[src/rtl/dac_nano_pkg.sv]
//////////////////////////////
// shared widths, register map constants, bus and internal structs, FSM states
//////////////////////////////

package dac_nano_pkg;

    //////////////////////////////
    // vector types

    typedef logic [15:0] dac_word_t;   // one DAC shift word
    typedef logic [7:0]  gain_t;       // streamed gain value
    typedef logic [7:0]  avmm_addr_t;  // byte address
    typedef logic [31:0] avmm_data_t;

    //////////////////////////////
    // register map

    localparam avmm_addr_t REG_VERSION_ID   = 8'd0;
    localparam avmm_addr_t REG_NUM_REGS     = 8'd1;
    localparam avmm_addr_t REG_DAC          = 8'd2;
    localparam avmm_addr_t REG_EN_AVMM_CTRL = 8'd3;
    localparam avmm_addr_t TOTAL_REGS       = 8'd4;

    localparam logic [15:0] MODULE_ID      = 16'h0d5a;
    localparam logic [15:0] MODULE_VERSION = 16'h0001;

    // normal mode, mid scale
    localparam dac_word_t DAC_DEFAULT = 16'h2000;

    // mode 15:14, data 13:6, low bits unused by the DAC
    localparam int GAIN_LSB = 6;

    localparam logic [1:0] RESP_OKAY        = 2'b00;
    localparam logic [1:0] RESP_SLAVE_ERROR = 2'b10;

    //////////////////////////////
    // structs and states

    typedef struct packed {
        logic       read;
        logic       write;
        avmm_addr_t address;
        avmm_data_t writedata;
    } avmm_req_t;

    typedef struct packed {
        logic       waitrequest;
        logic       readdatavalid;
        logic       writedone;
        logic [1:0] response;
        avmm_data_t readdata;
    } avmm_rsp_t;

    typedef struct packed {
        dac_word_t dac_reg;
        logic      bus_write;  // one cycle, DAC register was written
        logic      avmm_mode;
    } dac_src_t;

    typedef struct packed {
        logic  pending;
        gain_t gain;
    } gain_pend_t;

    typedef enum logic [1:0] {UPD_RESET_SEND, UPD_IDLE, UPD_REQ, UPD_RELEASE} upd_state_t;

    typedef enum logic [1:0] {SPI_IDLE, SPI_SHIFT, SPI_ACK} spi_state_t;

endpackage
[src/rtl/dac_nano_top.sv]
//////////////////////////////
// dac_nano top level, block instances
//////////////////////////////

`timescale 1ns/1ps

module dac_nano_top (
    input  logic                    clk_ifc,
    input  logic                    sreset,
    input  dac_nano_pkg::avmm_req_t avmm_req,
    input  logic                    en_avmm_ctrl,
    input  dac_nano_pkg::gain_t     dac_data_in,
    input  logic                    dac_data_in_valid_stb,
    output dac_nano_pkg::avmm_rsp_t avmm_rsp,
    output logic                    dac_data_in_updated_stb,
    output logic                    initdone,
    output logic                    dac_ssn,
    output logic                    dac_sclk,
    output logic                    dac_mosi
);

    dac_nano_pkg::dac_src_t   dac_src;
    dac_nano_pkg::gain_pend_t gain_pend;
    dac_nano_pkg::dac_word_t  spi_word;
    logic                     gain_taken;
    logic                     spi_req;
    logic                     spi_ack;

    dac_avmm_regs i_regs (
        .clk_ifc      (clk_ifc),
        .sreset       (sreset),
        .avmm_req     (avmm_req),
        .en_avmm_ctrl (en_avmm_ctrl),
        .avmm_rsp     (avmm_rsp),
        .dac_src      (dac_src)
    );

    dac_gain_in i_gain (
        .clk_ifc               (clk_ifc),
        .sreset                (sreset),
        .dac_data_in           (dac_data_in),
        .dac_data_in_valid_stb (dac_data_in_valid_stb),
        .gain_taken            (gain_taken),
        .gain_pend             (gain_pend)
    );

    dac_update_ctrl i_ctrl (
        .clk_ifc                 (clk_ifc),
        .sreset                  (sreset),
        .dac_src                 (dac_src),
        .gain_pend               (gain_pend),
        .spi_ack                 (spi_ack),
        .gain_taken              (gain_taken),
        .spi_req                 (spi_req),
        .spi_word                (spi_word),
        .dac_data_in_updated_stb (dac_data_in_updated_stb),
        .initdone                (initdone)
    );

    dac_spi_shifter i_spi (
        .clk_ifc  (clk_ifc),
        .sreset   (sreset),
        .spi_req  (spi_req),
        .spi_word (spi_word),
        .spi_ack  (spi_ack),
        .dac_ssn  (dac_ssn),
        .dac_sclk (dac_sclk),
        .dac_mosi (dac_mosi)
    );

endmodule

[src/rtl/dac_spi_shifter.sv]
//////////////////////////////
// 16 bit SPI serializer, req/ack handshake
//////////////////////////////

`timescale 1ns/1ps

module dac_spi_shifter (
    input  logic                    clk_ifc,
    input  logic                    sreset,
    input  logic                    spi_req,
    input  dac_nano_pkg::dac_word_t spi_word,
    output logic                    spi_ack,
    output logic                    dac_ssn,
    output logic                    dac_sclk,
    output logic                    dac_mosi
);

    dac_nano_pkg::spi_state_t state;
    dac_nano_pkg::dac_word_t  shreg;
    logic [$clog2($bits(dac_nano_pkg::dac_word_t))-1:0] bit_cnt;
    logic                     phase;   // 0 = sclk high half, 1 = low half

    // msb first, shifts on sclk rising
    assign dac_mosi = shreg[$bits(dac_nano_pkg::dac_word_t)-1];

    always_ff @(posedge clk_ifc) begin
        if (sreset) begin
            state    <= dac_nano_pkg::SPI_IDLE;
            shreg    <= '0;
            bit_cnt  <= '0;
            phase    <= 1'b0;
            spi_ack  <= 1'b0;
            dac_ssn  <= 1'b1;
            dac_sclk <= 1'b1;   // idles high, DAC samples on falling
        end else begin
            case (state)
                dac_nano_pkg::SPI_IDLE: begin
                    if (spi_req) begin
                        shreg   <= spi_word;
                        bit_cnt <= '1;
                        phase   <= 1'b0;
                        dac_ssn <= 1'b0;
                        state   <= dac_nano_pkg::SPI_SHIFT;
                    end
                end
                dac_nano_pkg::SPI_SHIFT: begin
                    phase <= ~phase;
                    if (!phase) begin
                        dac_sclk <= 1'b0;   // DAC samples here
                    end else begin
                        dac_sclk <= 1'b1;
                        shreg    <= shreg << 1;
                        if (bit_cnt == '0) begin
                            dac_ssn <= 1'b1;
                            spi_ack <= 1'b1;
                            state   <= dac_nano_pkg::SPI_ACK;
                        end else begin
                            bit_cnt <= bit_cnt - 1'b1;
                        end
                    end
                end
                default: begin      // SPI_ACK, wait for req to drop
                    if (!spi_req) begin
                        spi_ack <= 1'b0;
                        state   <= dac_nano_pkg::SPI_IDLE;
                    end
                end
            endcase
        end
    end

    //////////////////////////////
    // checks

    a_ack_ssn_high: assert property (@(posedge clk_ifc) disable iff (sreset)
        spi_ack |-> dac_ssn);

endmodule

[src/rtl/dac_update_ctrl.sv]
//////////////////////////////
// DAC word source select, reset transfer, req/ack sequencing
//////////////////////////////

`timescale 1ns/1ps

module dac_update_ctrl (
    input  logic                     clk_ifc,
    input  logic                     sreset,
    input  dac_nano_pkg::dac_src_t   dac_src,
    input  dac_nano_pkg::gain_pend_t gain_pend,
    input  logic                     spi_ack,
    output logic                     gain_taken,
    output logic                     spi_req,
    output dac_nano_pkg::dac_word_t  spi_word,
    output logic                     dac_data_in_updated_stb,
    output logic                     initdone
);

    dac_nano_pkg::upd_state_t state;
    dac_nano_pkg::dac_word_t  stream_word;
    logic                     bus_pend;     // bus write not yet sent
    logic                     src_stream;   // word in flight came from the stream
    logic                     start_bus;
    logic                     start_gain;

    //////////////////////////////
    // request selection

    // the current bus write counts too, register already holds it
    assign start_bus  = dac_src.avmm_mode && (bus_pend || dac_src.bus_write);
    assign start_gain = !dac_src.avmm_mode && gain_pend.pending;
    assign gain_taken = (state == dac_nano_pkg::UPD_IDLE) && start_gain;

    always_comb begin
        stream_word = dac_src.dac_reg;     // keeps the mode bits
        stream_word[dac_nano_pkg::GAIN_LSB +: $bits(dac_nano_pkg::gain_t)] = gain_pend.gain;
        stream_word[dac_nano_pkg::GAIN_LSB-1:0] = '0;
    end

    //////////////////////////////
    // transfer sequencing

    always_ff @(posedge clk_ifc) begin
        if (sreset) begin
            state                   <= dac_nano_pkg::UPD_RESET_SEND;
            spi_req                 <= 1'b0;
            spi_word                <= dac_nano_pkg::DAC_DEFAULT;
            bus_pend                <= 1'b0;
            src_stream              <= 1'b0;
            dac_data_in_updated_stb <= 1'b0;
            initdone                <= 1'b0;
        end else begin
            dac_data_in_updated_stb <= 1'b0;

            if (dac_src.bus_write) begin
                bus_pend <= 1'b1;   // coalesced while busy
            end

            case (state)
                dac_nano_pkg::UPD_RESET_SEND: begin
                    spi_req    <= 1'b1;
                    spi_word   <= dac_nano_pkg::DAC_DEFAULT;
                    src_stream <= 1'b0;
                    state      <= dac_nano_pkg::UPD_REQ;
                end
                dac_nano_pkg::UPD_IDLE: begin
                    if (start_bus) begin
                        spi_req    <= 1'b1;
                        spi_word   <= dac_src.dac_reg;
                        src_stream <= 1'b0;
                        bus_pend   <= 1'b0;
                        state      <= dac_nano_pkg::UPD_REQ;
                    end else if (start_gain) begin
                        spi_req    <= 1'b1;
                        spi_word   <= stream_word;
                        src_stream <= 1'b1;
                        state      <= dac_nano_pkg::UPD_REQ;
                    end
                end
                dac_nano_pkg::UPD_REQ: begin
                    if (spi_ack) begin
                        spi_req <= 1'b0;
                        state   <= dac_nano_pkg::UPD_RELEASE;
                    end
                end
                default: begin      // UPD_RELEASE, done at ack fall
                    if (!spi_ack) begin
                        initdone                <= 1'b1;
                        dac_data_in_updated_stb <= src_stream;
                        state                   <= dac_nano_pkg::UPD_IDLE;
                    end
                end
            endcase
        end
    end

    //////////////////////////////
    // checks

    a_word_stable: assert property (@(posedge clk_ifc) disable iff (sreset)
        spi_req && $past(spi_req) |-> $stable(spi_word));

endmodule

[src/rtl/dac_gain_in.sv]
//////////////////////////////
// streamed gain capture, one pending slot
//////////////////////////////

`timescale 1ns/1ps

module dac_gain_in (
    input  logic                     clk_ifc,
    input  logic                     sreset,
    input  dac_nano_pkg::gain_t      dac_data_in,
    input  logic                     dac_data_in_valid_stb,
    input  logic                     gain_taken,
    output dac_nano_pkg::gain_pend_t gain_pend
);

    // a strobe always wins over a take in the same cycle,
    // so the newest gain is never dropped

    always_ff @(posedge clk_ifc) begin
        if (sreset) begin
            gain_pend.pending <= 1'b0;
            gain_pend.gain    <= '0;
        end else begin
            if (dac_data_in_valid_stb) begin
                gain_pend.pending <= 1'b1;
                gain_pend.gain    <= dac_data_in;   // latest wins
            end else if (gain_taken) begin
                gain_pend.pending <= 1'b0;
            end
        end
    end

    //////////////////////////////
    // checks

    // controller only takes a gain that is held
    a_take_pending: assert property (@(posedge clk_ifc) disable iff (sreset)
        gain_taken |-> gain_pend.pending);

endmodule

[src/rtl/dac_avmm_regs.sv]
//////////////////////////////
// Avalon-MM slave with the DAC register map
//////////////////////////////

`timescale 1ns/1ps

module dac_avmm_regs (
    input  logic                    clk_ifc,
    input  logic                    sreset,
    input  dac_nano_pkg::avmm_req_t avmm_req,
    input  logic                    en_avmm_ctrl,
    output dac_nano_pkg::avmm_rsp_t avmm_rsp,
    output dac_nano_pkg::dac_src_t  dac_src
);

    dac_nano_pkg::avmm_addr_t word_addr;
    dac_nano_pkg::avmm_data_t rd_data;
    dac_nano_pkg::avmm_data_t dac_reg;    // full bus word as written
    logic                     en_mirror;
    logic                     addr_err;
    logic                     rd_acc;
    logic                     wr_acc;
    logic                     dac_wr;
    logic                     bus_write_q;

    //////////////////////////////
    // address decode

    assign word_addr = avmm_req.address >> 2;
    assign addr_err  = word_addr >= dac_nano_pkg::TOTAL_REGS;

    // no transfer is taken while the slave stalls
    assign rd_acc = avmm_req.read && !avmm_rsp.waitrequest;
    assign wr_acc = avmm_req.write && !avmm_rsp.waitrequest;

    // DAC register only writable in bus mode
    assign dac_wr = wr_acc && (word_addr == dac_nano_pkg::REG_DAC) && en_mirror;

    always_comb begin
        case (word_addr)
            dac_nano_pkg::REG_VERSION_ID: begin
                rd_data = {dac_nano_pkg::MODULE_VERSION, dac_nano_pkg::MODULE_ID};
            end
            dac_nano_pkg::REG_NUM_REGS: begin
                rd_data = {24'd0, dac_nano_pkg::TOTAL_REGS};
            end
            dac_nano_pkg::REG_DAC: begin
                rd_data = dac_reg;
            end
            dac_nano_pkg::REG_EN_AVMM_CTRL: begin
                rd_data = {31'd0, en_mirror};
            end
            default: begin
                rd_data = '0;   // undefined, answered with error
            end
        endcase
    end

    //////////////////////////////
    // registers and bus response

    always_ff @(posedge clk_ifc) begin
        if (sreset) begin
            avmm_rsp.waitrequest   <= 1'b1;
            avmm_rsp.readdatavalid <= 1'b0;
            avmm_rsp.writedone     <= 1'b0;
            avmm_rsp.response      <= dac_nano_pkg::RESP_OKAY;
            avmm_rsp.readdata      <= '0;
            dac_reg                <= {16'd0, dac_nano_pkg::DAC_DEFAULT};
            en_mirror              <= 1'b0;
            bus_write_q            <= 1'b0;
        end else begin
            avmm_rsp.waitrequest   <= 1'b0;
            avmm_rsp.readdatavalid <= rd_acc;
            avmm_rsp.writedone     <= wr_acc;
            en_mirror              <= en_avmm_ctrl;
            bus_write_q            <= dac_wr;

            if (rd_acc || wr_acc) begin
                avmm_rsp.response <= addr_err ? dac_nano_pkg::RESP_SLAVE_ERROR
                                              : dac_nano_pkg::RESP_OKAY;
            end

            if (rd_acc) begin
                avmm_rsp.readdata <= rd_data;
            end

            // other defined registers are read only, write ignored
            if (dac_wr) begin
                dac_reg <= avmm_req.writedata;
            end
        end
    end

    assign dac_src = '{
        dac_reg:   dac_reg[15:0],
        bus_write: bus_write_q,
        avmm_mode: en_mirror
    };

    //////////////////////////////
    // checks

    // master never issues both commands in one cycle
    a_no_rd_wr: assert property (@(posedge clk_ifc) disable iff (sreset)
        !(avmm_req.read && avmm_req.write));

endmodule

[config.mk]
export PLATFORM = sky130hd
export DESIGN_NAME = dac_nano_top
export DESIGN_NICKNAME = d
export VERILOG_FILES = /design/src/rtl/dac_nano_pkg.sv /design/src/rtl/dac_nano_top.sv /design/src/rtl/dac_spi_shifter.sv /design/src/rtl/dac_update_ctrl.sv /design/src/rtl/dac_gain_in.sv /design/src/rtl/dac_avmm_regs.sv
export SDC_FILE = /design/constraint.sdc
export NUM_CORES = 1
export LEC_CHECK = 0
export BUFFER_PORTS_ARGS = -buffer_cell sky130_fd_sc_hd__buf_2
export CAP_MARGIN = 20
export CORE_MARGIN = 1
export CORE_UTILIZATION = 35
export DETAILED_ROUTE_END_ITERATION = 10
export GPL_TIMING_DRIVEN = 0
export PLACE_DENSITY_LB_ADDON = 0.1
export SYNTH_ARGS = -nofsm -noshare
export SYNTH_HDL_FRONTEND = slang
export SYNTH_SLANG_ARGS = --single-unit
[constraint.sdc]
create_clock -name clk_ifc -period 2.8 [get_ports clk_ifc]
set_input_delay 0.14 -clock clk_ifc [delete_from_list [all_inputs] [get_ports clk_ifc]]
set_output_delay 0.14 -clock clk_ifc [all_outputs]
set_load 0.01 [all_outputs]
==> summary.md, run 1 <==
| Metric | Value |
|---|---|
| CP arrival | `around 2.3 ns` |
| Average vias per placed instance | `4.92` |
| Highest-count cells in the layout ignoring fill and taps | `sky130_fd_sc_hd__dfxtp_1 (128), sky130_fd_sc_hd__buf_2 (98), sky130_fd_sc_hd__nand2_1 (73)` |
| Global-route met2 utilization | `30.5%` |
| Post-layout min period | `about 2.1 ns` |
| Die width | `120 um` |
| CTS Root Buffer Type | `sky130_fd_sc_hd__clkbuf_16` |
| Count of flip-flops with a built-in enable after synthesis | `0` |
| Estimated wirelength of the detail-placed design | `9160 um` |
| Warnings from Yosys | `0` |
| Avg Inst Size Synth | `a little over 9 sq um` |
| Max rail drop VDD | `around 0.00043 V` |
| Initial core utilization | `between 30% and 40%` |
| Cell Chain, Critical Path | `dlygate4sd3_1 > buf_2 > clkbuf_1 > clkbuf_1 > clkbuf_1 > o21ai_0` |
| IO Count | `96` |
| ANT nets after route | `0` |
| Power per cell area | `778 nW/um^2` |
| Core area | `about 13000 sq um` |
| Number of global-route vias before repair | `between 4000 and 5000` |
| Launch point of the worst reg-to-reg path | `i_regs.en_mirror$_SDFF_PP0_` |
| DRC violation count after routing | `0` |
| Most used cell, CP | `sky130_fd_sc_hd__clkbuf_1` |
| Met1 Use GR | `about 24%` |
| Nets in the synthesized netlist | `600` |
| Portion of the post-synthesis area used by sequential elements | `52.4%` |
| Worst-Margin Slew | `around 0.75 ns` |
| Min-Delay Startpoint | `avmm_req[40]` |
| Total number of cells along the worst setup path | `6` |
| Clock tree from TritonCTS | `built` |
| Category of the most critical setup path | `primary input to flip-flop` |
| Post-CTS Resized | `0` |
| Wire length of the first global-routing pass | `between 20000 and 25000 um` |
| Pin count of the biggest net entering global routing | `17` |
| Cell family with the largest share of critical-path delay | `buffers and inverters` |
| GR Util met3 | `approximately 5.6%` |
| Number of inserted diodes | `0` |
| DRT iter0 DRCs | `roughly 240` |
| End point of the critical path | `i_spi.bit_cnt[2]$_SDFFE_PP0P_` |
| Top area cells in the synthesized netlist | `sky130_fd_sc_hd__dfxtp_1 (52%), sky130_fd_sc_hd__a21oi_1 (6.8%), sky130_fd_sc_hd__nand2_1 (5.6%)` |
| Clock transition at the register clock pins on the worst setup and hold paths after CTS | `around 0.06 ns` |
| NumNets Final | `752` |
| Number of max-capacitance violations reported | `0` |
| Maximum level of the CTS H-tree | `4` |
| Library cell with the largest summed area after synthesis | `sky130_fd_sc_hd__dfxtp_1` |
| Count of filler cells inserted in the layout | `roughly 1300` |
| Synthesis-stage register bit count | `128` |
| DIE AREA | `approximately 14000 sq um` |
| Total of buffers placed on input and output ports | `between 90 and 100` |
| Smallest hold slack | `between 0.015 and 0.02 ns` |
| Maximum buffer depth of the clock tree | `2` |
| Total length of routed wires | `between 10000 and 15000 um` |
| Setup skew after layout | `~0.0063 ns` |
| Critical path endpoint category | `flip-flop` |
| Final worst-path cycle share | `between 70 and 80%` |
| Post-synthesis to final-layout area growth | `34.6%` |
| Worst Hold Class | `primary input to flip-flop` |
| Final Max Tran Viols | `0` |
| Instance count of the mapped netlist | `around 540` |
| Proportion of layout cells with a drive suffix above 1 | `between 15 and 20%` |
| Number of cells traversed by the worst hold path | `2` |
| Final setup viols | `0` |
| Number of clock sinks | `between 100 and 150` |
| Unrepaired setup endpoints after global routing | `false` |
| TritonCTS Buffers | `17` |
| Area share of the largest cell type after synthesis | `between 50% and 60%` |
| Worst reg2reg endpoint | `i_ctrl.spi_word[15]$_SDFFE_PP0P_` |
| Hold Vio Cnt, Final | `0` |
| Pre-Repair DR Iteration Count | `5` |
| Launch point of the worst path | `sreset` |
| Cell Area, Synth | `around 4900 sq um` |
| Vertical die dimension | `120 um` |
| Number of buffers and inverters on the critical path | `5` |
| Post-route setup TNS | `0 ns` |
| Placer congestion estimate | `0.769` |
| Most congested layer reported by global routing | `met2` |
| Insertion delay of the later-clocked pin in the worst-skew pair | `between 0.4 and 0.5 ns` |
| Slack of the worst reg-to-reg path | `0.84 ns` |
| Headroom to the max-slew limit | `between 40% and 50%` |
| Crit path max fanout | `10` |
| Async SR Flop Fraction | `0%` |
| Leakage power | `~2.6 nW` |
| Largest register FFs | `36` |
| Slowest CP cell | `sky130_fd_sc_hd__clkbuf_1` |
| GRT overflow | `0` |
| Required time of the critical path | `roughly 3.1 ns` |
| Slowest cell delay on critical path | `about 0.6 ns` |
| Commonest non-fill, non-tap cell in the layout | `sky130_fd_sc_hd__dfxtp_1` |
| Total GRT Usage | `between 10% and 20%` |
| Timing-limited maximum frequency | `between 0.4 and 0.5 GHz` |
| Post-synth cell types | `42` |
| Number of rows created at floorplan | `42` |
| Number of antenna violations at the first check in global routing | `0` |
| Number of cells on the worst reg-to-reg path | `5` |
| Via count | `around 4300` |
| Most common flop cell mapped by yosys | `sky130_fd_sc_hd__dfxtp_1` |
| Worst setup SP type | `primary input` |
| Wire per inst | `~15 um` |
| Result of the run | `complete, no violations` |
## stage by stage
| step | power [W] | std cells | utilization [%] | area [sq um] | worst slack (ns) |
|---|---|---|---|---|---|
| final | 0.00513 | 880 | 49.0 | 6590 | 0.731 |
| after global routing | 0.00540 | 880 | 49.0 | 6590 | 0.572 |
| after CTS | 0.00518 | 880 | 49.0 | 6590 | 0.776 |
| after detailed placement | 0.00289 | 808 | 41.4 | 5570 | 0.862 |
| after global placement | 0.00287 | 808 | 41.4 | 5570 | 0.840 |
| after floorplan | 0.00265 | 541 | - | 4890 | 1.20 |
## how the worst min path moves through the flow
stage,slack [ns],endpoint
floorplan,0.17,i_regs.avmm_rsp[36]$_DFF_P_
global route,0.004,i_regs.avmm_rsp[35]$_SDFF_PP0_
global placement,0.27,i_regs.avmm_rsp[36]$_DFF_P_
detailed placement,0.27,i_regs.avmm_rsp[36]$_DFF_P_
CTS,0.0003,i_regs.avmm_rsp[34]$_SDFF_PP0_
finish,0.02,i_regs.avmm_rsp[34]$_SDFF_PP0_
## cell usage after synthesis, types with 5 or more instances
master and number:
sky130_fd_sc_hd__a22o_1 28, sky130_fd_sc_hd__a21oi_1 66, sky130_fd_sc_hd__ha_1 5, sky130_fd_sc_hd__clkbuf_1 28
sky130_fd_sc_hd__mux2i_1 20, sky130_fd_sc_hd__inv_1 27, sky130_fd_sc_hd__nand2_1 73, sky130_fd_sc_hd__o21ai_0 6
sky130_fd_sc_hd__nor3b_1 5, sky130_fd_sc_hd__buf_2 7, sky130_fd_sc_hd__nand2b_1 7, sky130_fd_sc_hd__nor2_1 64
sky130_fd_sc_hd__a2111oi_0 8, sky130_fd_sc_hd__o32ai_1 8, sky130_fd_sc_hd__dfxtp_1 128, sky130_fd_sc_hd__a211oi_1 19
sky130_fd_sc_hd__nand3b_1 5
## layout make-up
type | count | area (sq um) | share of cell area [%]
Sequential cell | 128 | 2560 | 38.9
Tap cell | 176 | 220 | 3.34
Buffer | 39 | 181 | 2.75
Timing Repair Buffer | 133 | 876 | 13.3
Clock buffer | 24 | 492 | 7.47
Clock inverter | 6 | 105 | 1.60
Multi-Input combinational cell | 347 | 2050 | 31.1
Inverter | 27 | 101 | 1.54
## cells by family after synthesis
group,share of synthesized area (%)
compound gates,20.6
fa+ha+maj,1.28
buf+inv,5.78
flops,52.4
mux,4.32
other cells,0.0766
simple gates,15.5
## report_power, final
group / internal (W) / total (W) / switching, W
registers: 0.00198 / 0.00208 / 0.000107
clock network: 0.00148 / 0.00223 / 0.000752
logic: 0.000328 / 0.000813 / 0.000485
total: 0.00378 / 0.00513 / 0.00134
## metal layers
metal | vias to the layer above | wire, um
met5 | - | 0
met1 | 2054 | 6060
met2 | 81 | 6140
met4 | 0 | 139
li1 | 2184 | -
met3 | 10 | 557
## what timing repair did
item / 4_1_cts / 5_1_grt
endpoints found under the hold margin: 42 / 0
buffers inserted: 0 / 0
hold buffers: 42 / 0
Power figures use the tool's default switching activity.
==> run 2: changes to the inputs <==
==> constraint.sdc (replaced) <==
create_clock -name clk_ifc -period 1.7 [get_ports clk_ifc]
set_input_delay 0.085 -clock clk_ifc [delete_from_list [all_inputs] [get_ports clk_ifc]]
set_output_delay 0.085 -clock clk_ifc [all_outputs]
set_load 0.01 [all_outputs]
==> run 2 against run 1 <==
Flip-flop and latch count stayed put. Count of clock-buffer cells in the layout stayed put. First-iteration DRC count is 0.41% lower. Global-route usage is 0.053 points higher. Clock skew is 0.0014 ns lower. Non-clock buffer count is 4 higher. Worst hold slack better by 0.12 ns. Sequential share of layout area is 0.63 points lower. Via count is 0.44% higher. Final cell count is 0.45% higher. Highest routed layer unchanged.
==> summary.md, run 2 (synthesis results as in run 1) <==
| Metric | Value |
|---|---|
| Number of rows created at floorplan | `42` |
| Cell total after placement | `808` |
| IO Count | `96` |
| Number of antenna violations at the first check in global routing | `0` |
| Power per cell area | `roughly 1300 nW/um^2` |
| CTS Root Buffer Type | `sky130_fd_sc_hd__clkbuf_16` |
| CP arrival | `between 1.5 and 2 ns` |
| Core area | `13500 sq um` |
| Smallest hold slack | `roughly 0.13 ns` |
| Final worst-path cycle share | `~92%` |
| Max rail drop VDD | `between 0.0006 and 0.0007 V` |
| Number of max-capacitance violations reported | `0` |
| NumNets Final | `756` |
| Crit path max fanout | `10` |
| Initial core utilization | `between 30% and 40%` |
| Final setup viols | `0` |
| TritonCTS Buffers | `17` |
| Timing-limited maximum frequency | `0.639 GHz` |
| Insertion delay of the later-clocked pin in the worst-skew pair | `0.41 ns` |
| Slowest CP cell | `sky130_fd_sc_hd__dfxtp_1` |
| Final Worst Setup Slack | `roughly 0.14 ns` |
| Average vias per placed instance | `about 4.9` |
| Launch point of the worst reg-to-reg path | `i_ctrl.state[1]$_SDFFE_PP0P_` |
| DIE AREA | `around 14000 sq um` |
| Number of inserted diodes | `0` |
| Final Max Tran Viols | `0` |
| Post-layout min period | `1.56 ns` |
| Setup skew after layout | `approximately 0.0048 ns` |
| Clock transition at the register clock pins on the worst setup and hold paths after CTS | `~0.05 ns` |
| Total length of routed wires | `13000 um` |
| Die width | `120 um` |
| Category of the most critical setup path | `flip-flop to flip-flop` |
| Wire per inst | `between 10 and 15 um` |
| Maximum level of the CTS H-tree | `4` |
| Pre-Repair DR Iteration Count | `4` |
| Via count | `~4300` |
| Clock tree from TritonCTS | `built` |
| Worst-Margin Slew | `around 0.72 ns` |
| Total GRT Usage | `about a fifth` |
| Number of cells traversed by the worst hold path | `5` |
| Slowest cell delay on critical path | `~0.4 ns` |
| Largest register FFs | `36` |
| Pin count of the biggest net entering global routing | `17` |
| Worst reg2reg endpoint | `i_ctrl.spi_word[15]$_SDFFE_PP0P_` |
| DRC violation count after routing | `0` |
| Commonest non-fill, non-tap cell in the layout | `sky130_fd_sc_hd__dfxtp_1` |
| Hold Vio Cnt, Final | `0` |
| Number of global-route vias before repair | `4212` |
| Critical path endpoint category | `flip-flop` |
| DRT iter0 DRCs | `approximately 240` |
| Post-route non-filler standard cell count | `a little under 900` |
| Worst setup SP type | `flip-flop` |
| Total of buffers placed on input and output ports | `91` |
| Worst Hold Endpoint | `i_regs.dac_reg[31]$_SDFFE_PP0P_` |
| Wire length of the first global-routing pass | `approximately 21000 um` |
| Worst slack, placed | `-0.238 ns` |
| Proportion of layout cells with a drive suffix above 1 | `between 20% and 30%` |
| GRT overflow | `0` |
| Result of the run | `complete, no violations` |
| Count of filler cells inserted in the layout | `around 1300` |
| ANT nets after route | `0` |
| Highest-count cells in the layout ignoring fill and taps | `sky130_fd_sc_hd__dfxtp_1 (127), sky130_fd_sc_hd__buf_2 (98), sky130_fd_sc_hd__nand2_1 (73)` |
| Post-synthesis to final-layout area growth | `36.9%` |
| Number of cells on the worst reg-to-reg path | `7` |
| Vertical die dimension | `120 um` |
| Placer congestion estimate | `approximately 0.77` |
| Required time of the critical path | `slightly above 2 ns` |
| Min-Delay Startpoint | `avmm_req[38]` |
| Worst Hold Class | `primary input to flip-flop` |
| Leakage power | `2.69 nW` |
| Headroom to the max-slew limit | `between 50% and 60%` |
| Maximum buffer depth of the clock tree | `2` |
| Cell Chain, Critical Path | `inv_1 > ha_2 > o21ai_2 > o22ai_2 > clkbuf_4 > o2bb2a_1 > nor2_1` |
| Estimated wirelength of the detail-placed design | `between 9000 and 10000 um` |
| Number of clock sinks | `~130` |
| Slack of the worst reg-to-reg path | `about 0.14 ns` |
## run 2: how the worst max path moves through the flow
stage | from | to | slack, ns
after global placement | i_regs.en_mirror$_SDFF_PP0_ | i_ctrl.spi_word[15]$_SDFFE_PP0P_ | -0.26
after floorplan | i_regs.en_mirror$_SDFF_PP0_ | i_ctrl.spi_word[15]$_SDFFE_PP0P_ | 0.14
after global routing | i_ctrl.spi_req$_SDFFE_PP0P_ | i_spi.shreg[2]$_SDFFE_PP0P_ | -0.01
after detailed placement | i_regs.en_mirror$_SDFF_PP0_ | i_ctrl.spi_word[15]$_SDFFE_PP0P_ | -0.24
final | i_ctrl.state[1]$_SDFFE_PP0P_ | i_ctrl.spi_word[15]$_SDFFE_PP0P_ | 0.14
after CTS | i_regs.avmm_rsp[36]$_DFF_P_ | i_regs.avmm_rsp[20]$_SDFFE_PP0P_ | 0.01
## run 2: where the power goes
part           leakage, nW  switching, W  total (W)  internal (W)
Clock                0.296       0.00123    0.00367       0.00244
Combinational         1.35      0.000825    0.00146      0.000635
Sequential            1.04      0.000183    0.00344       0.00325
Total                 2.69       0.00224    0.00857       0.00633
## run 2: cell type report
type / count / area [sq um] / area share (%)
well taps: 176 / 220 / 3.29
plain buffers: 38 / 195 / 2.91
inverters: 27 / 101 / 1.51
repair buffers: 138 / 918 / 13.7
clock inverters: 6 / 105 / 1.57
multi-input cells: 347 / 2100 / 31.4
clock buffers: 24 / 492 / 7.34
flip-flops and latches: 128 / 2560 / 38.3
## run 2: repair_timing
item                       CTS  global route
pin swaps                    0             1
resized for setup            8            28
hold endpoints to repair    44             0
setup endpoints to repair   35            74
buffers inserted             0             3
hold buffers                44             0
## run 2: metal layers
metal	part of all wire (%)	vias up	GRT usage [%]	routed length, um
li1	-	2207	-	-
met1	47	2045	24.2	6140
met2	48	85	30.7	6200
met3	3.8	11	5.61	499
met4	1.1	0	6.48	144
met5	0	-	0	0
## run 2: metrics by stage
stage	power [W]	instance area (sq um)	util [%]	TNS, ns
after floorplan	0.00436	4890	-	0
after global placement	0.00472	5570	41.4	-6.26
after detailed placement	0.00476	5570	41.4	-6.77
after CTS	0.00855	6630	49.3	0
after global routing	0.00902	6700	49.8	-0.0196
final	0.00857	6700	49.8	0
## run 2: critical path, delay by kind of cell (launching register included)
| family | cells | cell delay [ns] |
|---|---|---|
| AO/OA/AOI/OAI | 3 | 0.51 |
| flip-flops | 1 | 0.40 |
| buffers and inverters | 2 | 0.29 |
| adder cells (fa/ha/maj) | 1 | 0.23 |
| AND/OR/NAND/NOR | 1 | 0.08 |
